File: src/verilog/periph_defines.svh
`ifndef PERIPH_DEFINES_SVH
`define PERIPH_DEFINES_SVH

// System clock rate in Hz
`define PERIPH_CLK_HZ 40_000_000

// UART line rate in bits per second
`define PERIPH_BIT_RATE 115_200

// Clocks per UART bit, 347 at the rates above
`define PERIPH_CLKS_PER_BIT (`PERIPH_CLK_HZ / `PERIPH_BIT_RATE)

// Clocks spent on each LED column
`define PERIPH_SCAN_DIV 64

// Peripheral addresses on the 28-bit data port
`define PERIPH_ADDR_GPIO_OUT 28'h800_0000
`define PERIPH_ADDR_GPIO_IN 28'h800_0004
`define PERIPH_ADDR_UART_DATA 28'h800_0010
`define PERIPH_ADDR_UART_STATUS 28'h800_0014

`endif
File: src/verilog/display_pkg.sv
package display_pkg;

    // GPIO output word, also seen as four LED digit bytes
    // Digit 0 sits in the top byte
    typedef union packed {
        logic [31:0]      word;
        logic [0:3][7:0]  digit;
    } gpio_word_u;

    // Active LED column
    typedef logic [1:0] led_col_t;

endpackage

File: src/verilog/periph_bus_pkg.sv
package periph_bus_pkg;

    // Size code carried on write_n and read_n
    // All ones means no access this cycle
    typedef enum logic [1:0] {
        SIZE_BYTE = 2'b00,
        SIZE_HALF = 2'b01,
        SIZE_WORD = 2'b10,
        SIZE_NONE = 2'b11
    } access_size_t;

    // Peripheral picked by the address decoder
    typedef enum logic [2:0] {
        SEL_NONE,
        SEL_GPIO_OUT,
        SEL_GPIO_IN,
        SEL_UART_DATA,
        SEL_UART_STATUS
    } periph_sel_t;

endpackage

File: src/verilog/periph_top.sv
`timescale 1ns/1ps

module periph_top
    import periph_bus_pkg::*;
    import display_pkg::*;
(
    input  logic         clk,
    input  logic         rst_reg_n,
    input  logic [27:0]  addr,
    input  access_size_t write_n,
    input  access_size_t read_n,
    input  logic [31:0]  wdata,
    output logic [31:0]  rdata,
    input  logic [3:0]   buttons,
    output logic         uart_txd,
    input  logic         uart_rxd,
    output logic         uart_rts,
    output logic [7:0]   leds,
    output logic [3:0]   lcol
);

    logic       tx_start;
    logic [7:0] tx_data;
    logic       tx_busy;
    logic       rx_read;
    logic       rx_valid;
    logic [7:0] rx_data;
    gpio_word_u gpio_word;

    // Address decode and registers on the data port
    periph_decode u_decode (
        .clk       (clk),
        .rst_reg_n (rst_reg_n),
        .addr      (addr),
        .write_n   (write_n),
        .read_n    (read_n),
        .wdata     (wdata),
        .rdata     (rdata),
        .buttons   (buttons),
        .tx_start  (tx_start),
        .tx_data   (tx_data),
        .tx_busy   (tx_busy),
        .rx_read   (rx_read),
        .rx_valid  (rx_valid),
        .rx_data   (rx_data),
        .gpio_word (gpio_word)
    );

    uart_tx u_uart_tx (
        .clk       (clk),
        .rst_reg_n (rst_reg_n),
        .tx_start  (tx_start),
        .tx_data   (tx_data),
        .uart_txd  (uart_txd),
        .tx_busy   (tx_busy)
    );

    uart_rx u_uart_rx (
        .clk       (clk),
        .rst_reg_n (rst_reg_n),
        .uart_rxd  (uart_rxd),
        .rx_read   (rx_read),
        .rx_valid  (rx_valid),
        .rx_data   (rx_data),
        .uart_rts  (uart_rts)
    );

    // GPIO word shown on the LED matrix
    led_scan u_led_scan (
        .clk       (clk),
        .rst_reg_n (rst_reg_n),
        .gpio_word (gpio_word),
        .leds      (leds),
        .lcol      (lcol)
    );

endmodule

File: src/verilog/led_scan.sv
`timescale 1ns/1ps

`include "periph_defines.svh"

module led_scan
    import display_pkg::*;
(
    input  logic       clk,
    input  logic       rst_reg_n,
    input  gpio_word_u gpio_word,
    output logic [7:0] leds,
    output logic [3:0] lcol
);

    localparam int SCAN_DIV = `PERIPH_SCAN_DIV;
    localparam int DIV_W    = $clog2(SCAN_DIV);

    logic [DIV_W-1:0] div_cnt;
    led_col_t         col;

    // Step to the next column every SCAN_DIV clocks
    always_ff @(posedge clk) begin
        if (!rst_reg_n) begin
            div_cnt <= '0;
            col     <= '0;
        end else if (div_cnt == DIV_W'(SCAN_DIV - 1)) begin
            div_cnt <= '0;
            col     <= col + 2'd1;
        end else begin
            div_cnt <= div_cnt + DIV_W'(1);
        end
    end

    // One-hot column enable
    always_comb begin
        lcol      = 4'b0000;
        lcol[col] = 1'b1;
    end

    // Digit byte for the active column, follows GPIO writes directly
    assign leds = gpio_word.digit[col];

endmodule

File: src/verilog/uart_rx.sv
`timescale 1ns/1ps

`include "periph_defines.svh"

module uart_rx (
    input  logic       clk,
    input  logic       rst_reg_n,
    input  logic       uart_rxd,
    input  logic       rx_read,
    output logic       rx_valid,
    output logic [7:0] rx_data,
    output logic       uart_rts
);

    localparam int CLKS_PER_BIT = `PERIPH_CLKS_PER_BIT;
    localparam int CNT_W        = $clog2(CLKS_PER_BIT);

    logic             rx_meta;
    logic             rx_sync;
    logic             active;
    logic [CNT_W-1:0] clk_cnt;
    // 0 is the start bit, 9 the stop bit
    logic [3:0]       bit_idx;
    logic [7:0]       shift;

    // Two-flop synchronizer, line idles high
    always_ff @(posedge clk) begin
        if (!rst_reg_n) begin
            rx_meta <= 1'b1;
            rx_sync <= 1'b1;
        end else begin
            rx_meta <= uart_rxd;
            rx_sync <= rx_meta;
        end
    end

    always_ff @(posedge clk) begin
        if (!rst_reg_n) begin
            active   <= 1'b0;
            clk_cnt  <= '0;
            bit_idx  <= '0;
            rx_valid <= 1'b0;
        end else begin
            if (rx_read) begin
                rx_valid <= 1'b0;
            end

            if (!active) begin
                // Falling edge, aim the first sample at mid start bit
                if (!rx_sync) begin
                    active  <= 1'b1;
                    clk_cnt <= CNT_W'(CLKS_PER_BIT / 2 - 1);
                    bit_idx <= '0;
                end
            end else if (clk_cnt != '0) begin
                clk_cnt <= clk_cnt - CNT_W'(1);
            end else begin
                clk_cnt <= CNT_W'(CLKS_PER_BIT - 1);
                bit_idx <= bit_idx + 4'd1;
                if (bit_idx == 4'd0) begin
                    // Glitch, not a real start bit
                    if (rx_sync) begin
                        active <= 1'b0;
                    end
                end else if (bit_idx == 4'd9) begin
                    active <= 1'b0;
                    // Byte is lost if the last one is still unread
                    if (rx_sync && !rx_valid) begin
                        rx_valid <= 1'b1;
                    end
                end
            end
        end
    end

    // Payload path
    always_ff @(posedge clk) begin
        if (active && clk_cnt == '0) begin
            if (bit_idx >= 4'd1 && bit_idx <= 4'd8) begin
                shift <= {rx_sync, shift[7:1]};
            end else if (bit_idx == 4'd9 && rx_sync && !rx_valid) begin
                rx_data <= shift;
            end
        end
    end

    // Not ready while a byte waits
    assign uart_rts = rx_valid;

endmodule

File: src/verilog/uart_tx.sv
`timescale 1ns/1ps

`include "periph_defines.svh"

module uart_tx (
    input  logic       clk,
    input  logic       rst_reg_n,
    input  logic       tx_start,
    input  logic [7:0] tx_data,
    output logic       uart_txd,
    output logic       tx_busy
);

    localparam int CLKS_PER_BIT = `PERIPH_CLKS_PER_BIT;
    localparam int CNT_W        = $clog2(CLKS_PER_BIT);

    logic [CNT_W-1:0] clk_cnt;
    logic [3:0]       bit_cnt;
    // Stop, data LSB first, start; bit 0 is on the line
    logic [9:0]       shift;

    assign uart_txd = shift[0];

    always_ff @(posedge clk) begin
        if (!rst_reg_n) begin
            shift   <= '1;
            clk_cnt <= '0;
            bit_cnt <= '0;
            tx_busy <= 1'b0;
        end else if (!tx_busy) begin
            // Starts while busy are dropped
            if (tx_start) begin
                shift   <= {1'b1, tx_data, 1'b0};
                clk_cnt <= '0;
                bit_cnt <= '0;
                tx_busy <= 1'b1;
            end
        end else if (clk_cnt == CNT_W'(CLKS_PER_BIT - 1)) begin
            clk_cnt <= '0;
            shift   <= {1'b1, shift[9:1]};
            // Busy ends with the stop bit
            if (bit_cnt == 4'd9) begin
                tx_busy <= 1'b0;
            end else begin
                bit_cnt <= bit_cnt + 4'd1;
            end
        end else begin
            clk_cnt <= clk_cnt + CNT_W'(1);
        end
    end

endmodule

File: src/verilog/periph_decode.sv
`timescale 1ns/1ps

`include "periph_defines.svh"

module periph_decode
    import periph_bus_pkg::*;
    import display_pkg::*;
(
    input  logic         clk,
    input  logic         rst_reg_n,
    input  logic [27:0]  addr,
    input  access_size_t write_n,
    input  access_size_t read_n,
    input  logic [31:0]  wdata,
    output logic [31:0]  rdata,
    input  logic [3:0]   buttons,
    output logic         tx_start,
    output logic [7:0]   tx_data,
    input  logic         tx_busy,
    output logic         rx_read,
    input  logic         rx_valid,
    input  logic [7:0]   rx_data,
    output gpio_word_u   gpio_word
);

    periph_sel_t sel;
    logic        wr_en;
    logic        rd_en;

    assign wr_en = (write_n != SIZE_NONE);
    assign rd_en = (read_n != SIZE_NONE);

    // Address to peripheral
    always_comb begin
        case (addr)
            `PERIPH_ADDR_GPIO_OUT:    sel = SEL_GPIO_OUT;
            `PERIPH_ADDR_GPIO_IN:     sel = SEL_GPIO_IN;
            `PERIPH_ADDR_UART_DATA:   sel = SEL_UART_DATA;
            `PERIPH_ADDR_UART_STATUS: sel = SEL_UART_STATUS;
            default:                  sel = SEL_NONE;
        endcase
    end

    // Read data, valid in the same cycle as addr
    always_comb begin
        case (sel)
            SEL_GPIO_OUT:    rdata = gpio_word.word;
            SEL_GPIO_IN:     rdata = {28'h0, buttons};
            SEL_UART_DATA:   rdata = {24'h0, rx_data};
            SEL_UART_STATUS: rdata = {30'h0, rx_valid, tx_busy};
            default:         rdata = 32'hffff_ffff;
        endcase
    end

    // GPIO output register, narrow writes touch the low bits only
    always_ff @(posedge clk) begin
        if (!rst_reg_n) begin
            gpio_word.word <= 32'h0;
        end else if (wr_en && sel == SEL_GPIO_OUT) begin
            case (write_n)
                SIZE_WORD: gpio_word.word <= wdata;
                SIZE_HALF: gpio_word.word[15:0] <= wdata[15:0];
                SIZE_BYTE: gpio_word.word[7:0] <= wdata[7:0];
                default:   gpio_word.word <= gpio_word.word;
            endcase
        end
    end

    // UART strobes, one cycle per access
    assign tx_start = wr_en && (sel == SEL_UART_DATA);
    assign tx_data  = wdata[7:0];
    assign rx_read  = rd_en && (sel == SEL_UART_DATA);

endmodule

File: config.mk
export PLATFORM = sky130hd
export DESIGN_NAME = periph_top
export DESIGN_NICKNAME = d
export VERILOG_FILES = /design/src/verilog/display_pkg.sv /design/src/verilog/periph_bus_pkg.sv /design/src/verilog/periph_top.sv /design/src/verilog/led_scan.sv /design/src/verilog/uart_rx.sv /design/src/verilog/uart_tx.sv /design/src/verilog/periph_decode.sv
export VERILOG_INCLUDE_DIRS = /design/src /design/src/verilog
export SDC_FILE = /design/constraint.sdc
export NUM_CORES = 1
export LEC_CHECK = 0
export BUFFER_PORTS_ARGS = -buffer_cell sky130_fd_sc_hd__buf_2
export CAP_MARGIN = 20
export CORE_UTILIZATION = 45
export DETAILED_ROUTE_END_ITERATION = 12
export PLACE_DENSITY = 0.69
export SETUP_SLACK_MARGIN = 0.3
export SYNTH_ARGS = -nofsm -noshare
export SYNTH_HDL_FRONTEND = slang
export SYNTH_SLANG_ARGS = --single-unit
File: constraint.sdc
create_clock -name clk -period 4.8 [get_ports clk]
set_clock_uncertainty 0.2 [all_clocks]
set_input_delay 0.24 -clock clk [delete_from_list [all_inputs] [get_ports clk]]
set_output_delay 0.24 -clock clk [all_outputs]
set_load 0.1 [all_outputs]
; Yosys cells after proc, flatten, opt, wreduce, memory -nomap -nowiden
; Index checks and enable logic that the tools add are counted.
; Widths: inputs -> output; s select.
[op_classes]
addsub = 6
order_cmp = 5
n_eq_ne = 20
mux = 38
bitwise = 3
n_reduce_logical = 26
[ops]
columns = cell, n
row1 = $pmux 32 s4, 1
row2 = $eq 28x28->1 const B, 4
row3 = $mux 9, 6
row4 = $mux 10, 3
row5 = $mux 4, 7
row6 = $bmux 8 s2, 1
row7 = $mux 1, 16
row8 = $mux 8, 2
row9 = $ne 2x2->1 const B, 6
row10 = $pmux 3 s4, 1
row11 = $reduce_and 2->1, 6
row12 = $add 9x1->9 const B, 1
row13 = $eq 9x9->1 const B, 1
row14 = $logic_and 1x1->1, 9
row15 = $logic_not 9->1, 1
row16 = $reduce_bool 9->1, 1
row17 = $sub 9x1->9 const B, 1
row18 = $add 4x1->4 const B, 2
row19 = $eq 4x4->1 const B, 2
row20 = $add 6x1->6 const B, 1
row21 = $eq 3x2->1 const B, 2
row22 = $eq 6x6->1 const B, 1
row23 = $reduce_and 3->1, 2
row24 = $ge 4x1->1 const B, 1
row25 = other kinds (18), 20
[word_totals]
register_bits = 97
inputBits = 71
output_inout_bits = 46
elab_cells = 115

; Depth between registers and ports, before layout
[logic_depth]
ltp_word = 10
depth_mapped = 8
depth_no_buf = 7

; Cells and area by module
; Synthesis repeated with hierarchy kept, for this count alone.
[unflattened]
cells_unflattened = 561
hier_area_um2 = 5162.5
[by_module_without_submodules]
columns = mod, instances, cells_per_inst, area_each_um2, seq_area_each_um2
row1 = periph_decode, 1, 245, 1955.6, 640.6
row2 = uart_rx, 1, 128, 1406.3, 820.8
row3 = uart_tx, 1, 138, 1234.9, 460.4
row4 = led_scan, 1, 50, 565.5, 160.2

; Least setup slack after synthesis
; Ideal clock, no wire load.
[synth_timing]
path_kind = register -> register
start = register u_uart_rx.clk_cnt[0]
end = register u_uart_rx.rx_data[0], enable pin
setup_ns = 0.395
t_arrival_ns = 2.124
required_ns = 4.205
path_slack_ns = 2.082
path_stages_with_launch = 7
n_path_buf = 1
period_less_slack_ns = 2.718
path_cell_list = dfxtp_1 inv_1 ha_1 nor4b_1 nand4b_1 clkbuf_1 nor4_1
[synth_between]
elab_chain_cells = 3
[synth_lines]
columns = element, line
row1 = start: declaration, uart_rx.sv:21  ; logic [CNT_W-1:0] clk_cnt;
row2 = start signal: assignment, uart_rx.sv:52  ; clk_cnt <= CNT_W'(CLKS_PER_BIT / 2 - 1);
row3 = start signal: assignment, uart_rx.sv:56  ; clk_cnt <= clk_cnt - CNT_W'(1);
row4 = start signal: assignment, uart_rx.sv:58  ; clk_cnt <= CNT_W'(CLKS_PER_BIT - 1);
row5 = $logic_not 9->1, uart_rx.sv:78  ; if (active && clk_cnt == '0) begin
row6 = $logic_and 1x1->1, uart_rx.sv:78
row7 = $reduce_and 3->1 (no line), n/a
row8 = end signal: assignment, uart_rx.sv:82  ; rx_data <= shift;
row9 = end: declaration, uart_rx.sv:11  ; output logic [7:0] rx_data,
; Every way passes these cells.
; A chain may end at the register's enable or synchronous reset.

; Worst setup path after layout
[layout_timing]
start = input addr[17]
end = output rdata[2]
[layout_between]
elab_chain_cells = 4
word_cells_on_any_way = 10
classes_between = 8 x eq/ne / 2 x mux
[layout_lines]
columns = element, line
row1 = start: declaration, periph_top.sv:9  ; input logic [27:0] addr,
row2 = $eq 28x28->1, periph_decode.sv:35  ; case (addr)
row3 = $pmux 3 s4 (*), periph_decode.sv:35
row4 = $eq 3x3->1 (tied with other cells), periph_decode.sv:46  ; case (sel)
row5 = $pmux 32 s4 (*), periph_decode.sv:46
row6 = end: declaration, periph_top.sv:13  ; output logic [31:0] rdata,
; Every way passes the cells marked *; elsewhere a longest branch is shown, timed or not.

==> run_results.csv <==
group,metric,value,unit
outcome,status,"complete, no violations",
detailed_routing,firstDrtPassIters,4,
timing,hold_ws,0.128,ns
cells_and_area,n_fill_cell,935,
place,finalWeightedCongestion,0.817,
setup_path,path_class,"in2out",
timing,slew_violations,0,
logic_synthesis,yosysTopAreaCell,"dfxtp_1",
clock_network,cts_buffer_depth,2,
clock_network,htreeDepth,3,
detailed_routing,wl,12200,um
logic_synthesis,synth_nets,570,
logic_synthesis,async_flop_share,0,
die,die_area,11000,um2
cells_and_area,drive_above_1_share,0.261,
clock_network,cts_tree,"yes",
global_route,grt_pass1_wl,19500,um
timing,rsz0062_at_grt,"false",
logic_synthesis,synth_area_leaders,"dfxtp_1 34%, edfxtp_1 10%, mux2i_1 9.1%, nor2_1 4.9%, a21o_1 4.6%",
detailed_routing,num_vias,4198,
die,die_w,105,um
setup_path,cp_data_arrival_time,2.51,ns
die,start_util,0.463,
global_route,grt_max_degree,54,
pwr,total_power,1.54,mW
logic_synthesis,synth_edf_count,16,
die,coreArea,10300,um2
pwr,max-vdd-ir-drop,0.153,mV
global_route,overflow,0,
setup_path,critPathRequiredTime,4.36,ns
logic_synthesis,synth.distinct_cells,56,
run,cap_violations,0,
logic_synthesis,yosys.area.top_type_share,0.337,
worst_hold_path,whs_path_depth,2,
die,ios,117,
pwr,p_per_area,258,nW/um2
setup_path,r2r-end,"u_uart_rx.shift[1]$_DFFE_PP_",
detailed_routing,ant_nets,0,
logic_synthesis,ys_seq_area_frac,0.438,
global_route,first_global_vias,3996,
detailed_routing,drc_errors,0,
detailed_routing,vias_per_cell,5.52,
setup_path,reg2reg_from,"u_uart_rx.clk_cnt[0]$_SDFFE_PN0P_",
logic_synthesis,synth_ff_type,"dfxtp_1",
clock_network,cts-root-buf,"clkbuf_8",
die,die_y,105,um
clock_network,clk_latency,0.36,ns
timing,finalHoldViolCount,0,
global_route,antenna_found_initial,0,
logic_synthesis,synthesis.instances,484,
timing,clock.fmax,0.339,GHz
place,place_hpwl,8230,um
timing,min_period,2.95,ns
clock_network,cts.sinks,96,
timing,setup_viol,0,
worst_hold_path,hp-class,"in2reg",
setup_path,regToRegSetupSlack,2.04,ns
cells_and_area,num_antenna_cells,0,
logic_synthesis,synth_area,4750,um2
global_route,grt_usage,0.224,
clock_network,clk_pin_slew,0.08,ns
setup_path,r2r_cells,5,
clock_network,cts_made_buffers,9,
detailed_routing,wl_per_cell,16.0,um
place,place_inst,712,
place,port-buffer-count,116,
timing,period_share,0.615,
timing,setup_tns,0,ns
pwr,p_leak,2.30,nW
setup_path,crit_path_start,"addr[17]",
cells_and_area,instances_no_fill,761,
timing,slew_headroom,0.259,
logic_synthesis,yosysWarnings,0,
cells_and_area,area_growth_syn_to_layout,25.8,%
die,row_count,37,
cells_and_area,multi_input_area,2510,um2
setup_path,start_kind,"input pin",
logic_synthesis,post_synth.cell_area_avg,9.82,um2
logic_synthesis,ys_ff_latch,96,
worst_hold_path,min-delay-start,"rst_reg_n",
cells_and_area,final_nets,706,
cells_and_area,fin_util,0.582,
setup_path,worstPathMaxFanout,32,
clock_network,cts_resized,0,
timing,tightest_slew,1.11,ns
setup_path,setup.worst_path.end_class,"primary output",
worst_hold_path,min_to,"u_uart_rx.rx_sync$_SDFF_PN1_",
detailed_routing,drtIter0Drc,180,
cells_and_area,regArea,2080,um2
[cell usage in the layout (no fill, tap or decap), types with 8 or more instances in the layout]
| cell | Yosys | layout |
|---|---|---|
| buf_2 | 2 | 116 |
| dfxtp_1 | 80 | 80 |
| nor2_1 | 62 | 62 |
| mux2i_1 | 43 | 43 |
| dlygate4sd3_1 | 0 | 33 |
| a21o_1 | 29 | 29 |
| nand2_1 | 25 | 25 |
| o21ai_0 | 20 | 20 |
| a21oi_1 | 20 | 19 |
| edfxtp_1 | 16 | 16 |
| ha_1 | 15 | 15 |
| inv_1 | 14 | 14 |
| nor3_1 | 14 | 14 |
| and3_1 | 11 | 11 |
| clkbuf_8 | 0 | 10 |
| nand3_1 | 9 | 9 |
| mux4_2 | 8 | 8 |
| nand2b_1 | 8 | 8 |
[worst max-delay path by stage]
stage / depth (start not counted) / to / slack [ns]
after detailed placement: 7 / rdata[2] / 1.89
after global routing: 7 / rdata[2] / 1.77
after CTS: 7 / rdata[2] / 1.87
after global placement: 7 / rdata[3] / 1.97
after floorplan: 6 / u_uart_rx.rx_data[0]$_DFFE_PP_ / 2.08
final: 7 / rdata[2] / 1.85
[flip-flops by register name (all words and copies together), names as in the netlist]
register	cells
u_uart_rx.clk_cnt	9
u_uart_rx.rx_valid	1
u_uart_tx.clk_cnt	9
u_uart_rx.bit_idx	4
u_uart_tx.shift	9
u_uart_rx.rx_data	8
u_led_scan.div_cnt	6
u_led_scan.col	2
u_uart_rx.rx_sync	1
u_uart_rx.active	1
u_uart_rx.rx_meta	1
u_decode.gpio_word	32
u_uart_rx.shift	8
u_uart_tx.tx_busy	1
u_uart_tx.bit_cnt	4
[per-stage QoR]
stage,instance area [um2],setup slack (ns)
final,5980,1.85
after global routing,5980,1.77
after CTS,5980,1.87
after detailed placement,5430,1.89
after global placement,5430,1.97
after floorplan,4750,2.08
[metal layers]
layer,vias up,share of wire,global-route usage
met5,-,0,0
met4,0,0.035,0.108
met3,34,0.049,0.0487
met2,146,0.49,0.378
met1,1992,0.42,0.270
li1,2026,-,-
[timing repair]
item / in CTS / in global routing
hold buffers: 33 / 0
buffers inserted: 0 / 0
hold endpoints to repair: 33 / 0
[synth_stat cells (all sizes together) (7+ instances only)]
| library cell | count |
|---|---|
| nor2 | 62 |
| nand2b | 8 |
| mux4 | 8 |
| edfxtp | 16 |
| nand3 | 9 |
| and3 | 11 |
| a21o | 29 |
| nor4 | 8 |
| ha | 15 |
| clkbuf | 25 |
| a221o | 7 |
| mux2i | 43 |
| nand2 | 25 |
| nor3 | 15 |
| a21oi | 20 |
| o21ai | 22 |
| a31oi | 7 |
| inv | 15 |
| dfxtp | 80 |
[kinds of logic after synthesis]
family                   Yosys count  synth area share
AO/OA/AOI/OAI                    104             0.147
XOR/XNOR                           7            0.0129
adder cells (fa/ha/maj)           15            0.0395
buffers and inverters             44            0.0368
flip-flops                        96             0.438
multiplexers                      53             0.133
AND/OR/NAND/NOR                  165             0.193
[power breakdown]
part,internal (mW),switching (mW),total (mW)
registers,0.825,0.0119,0.837
logic,0.0686,0.0725,0.141
clock network,0.288,0.279,0.567
[layout make-up]
class	instances	share of cell area
clock buffer	12	0.0278
clock inverter	4	0.00837
inverter	15	0.00941
multi-input combinational	344	0.419
sequential	96	0.348
tap	136	0.0285
timing repair buffer	154	0.159
[worst max-delay path, cell delays in order]
cell	delay (ns)
buf_2	0.10
nor4_2	0.32
nand3_1	0.40
or2_2	0.66
a221o_1	0.35
a21o_1	0.15
buf_2	0.28
No activity file was read; power rests on OpenSTA's default activity.
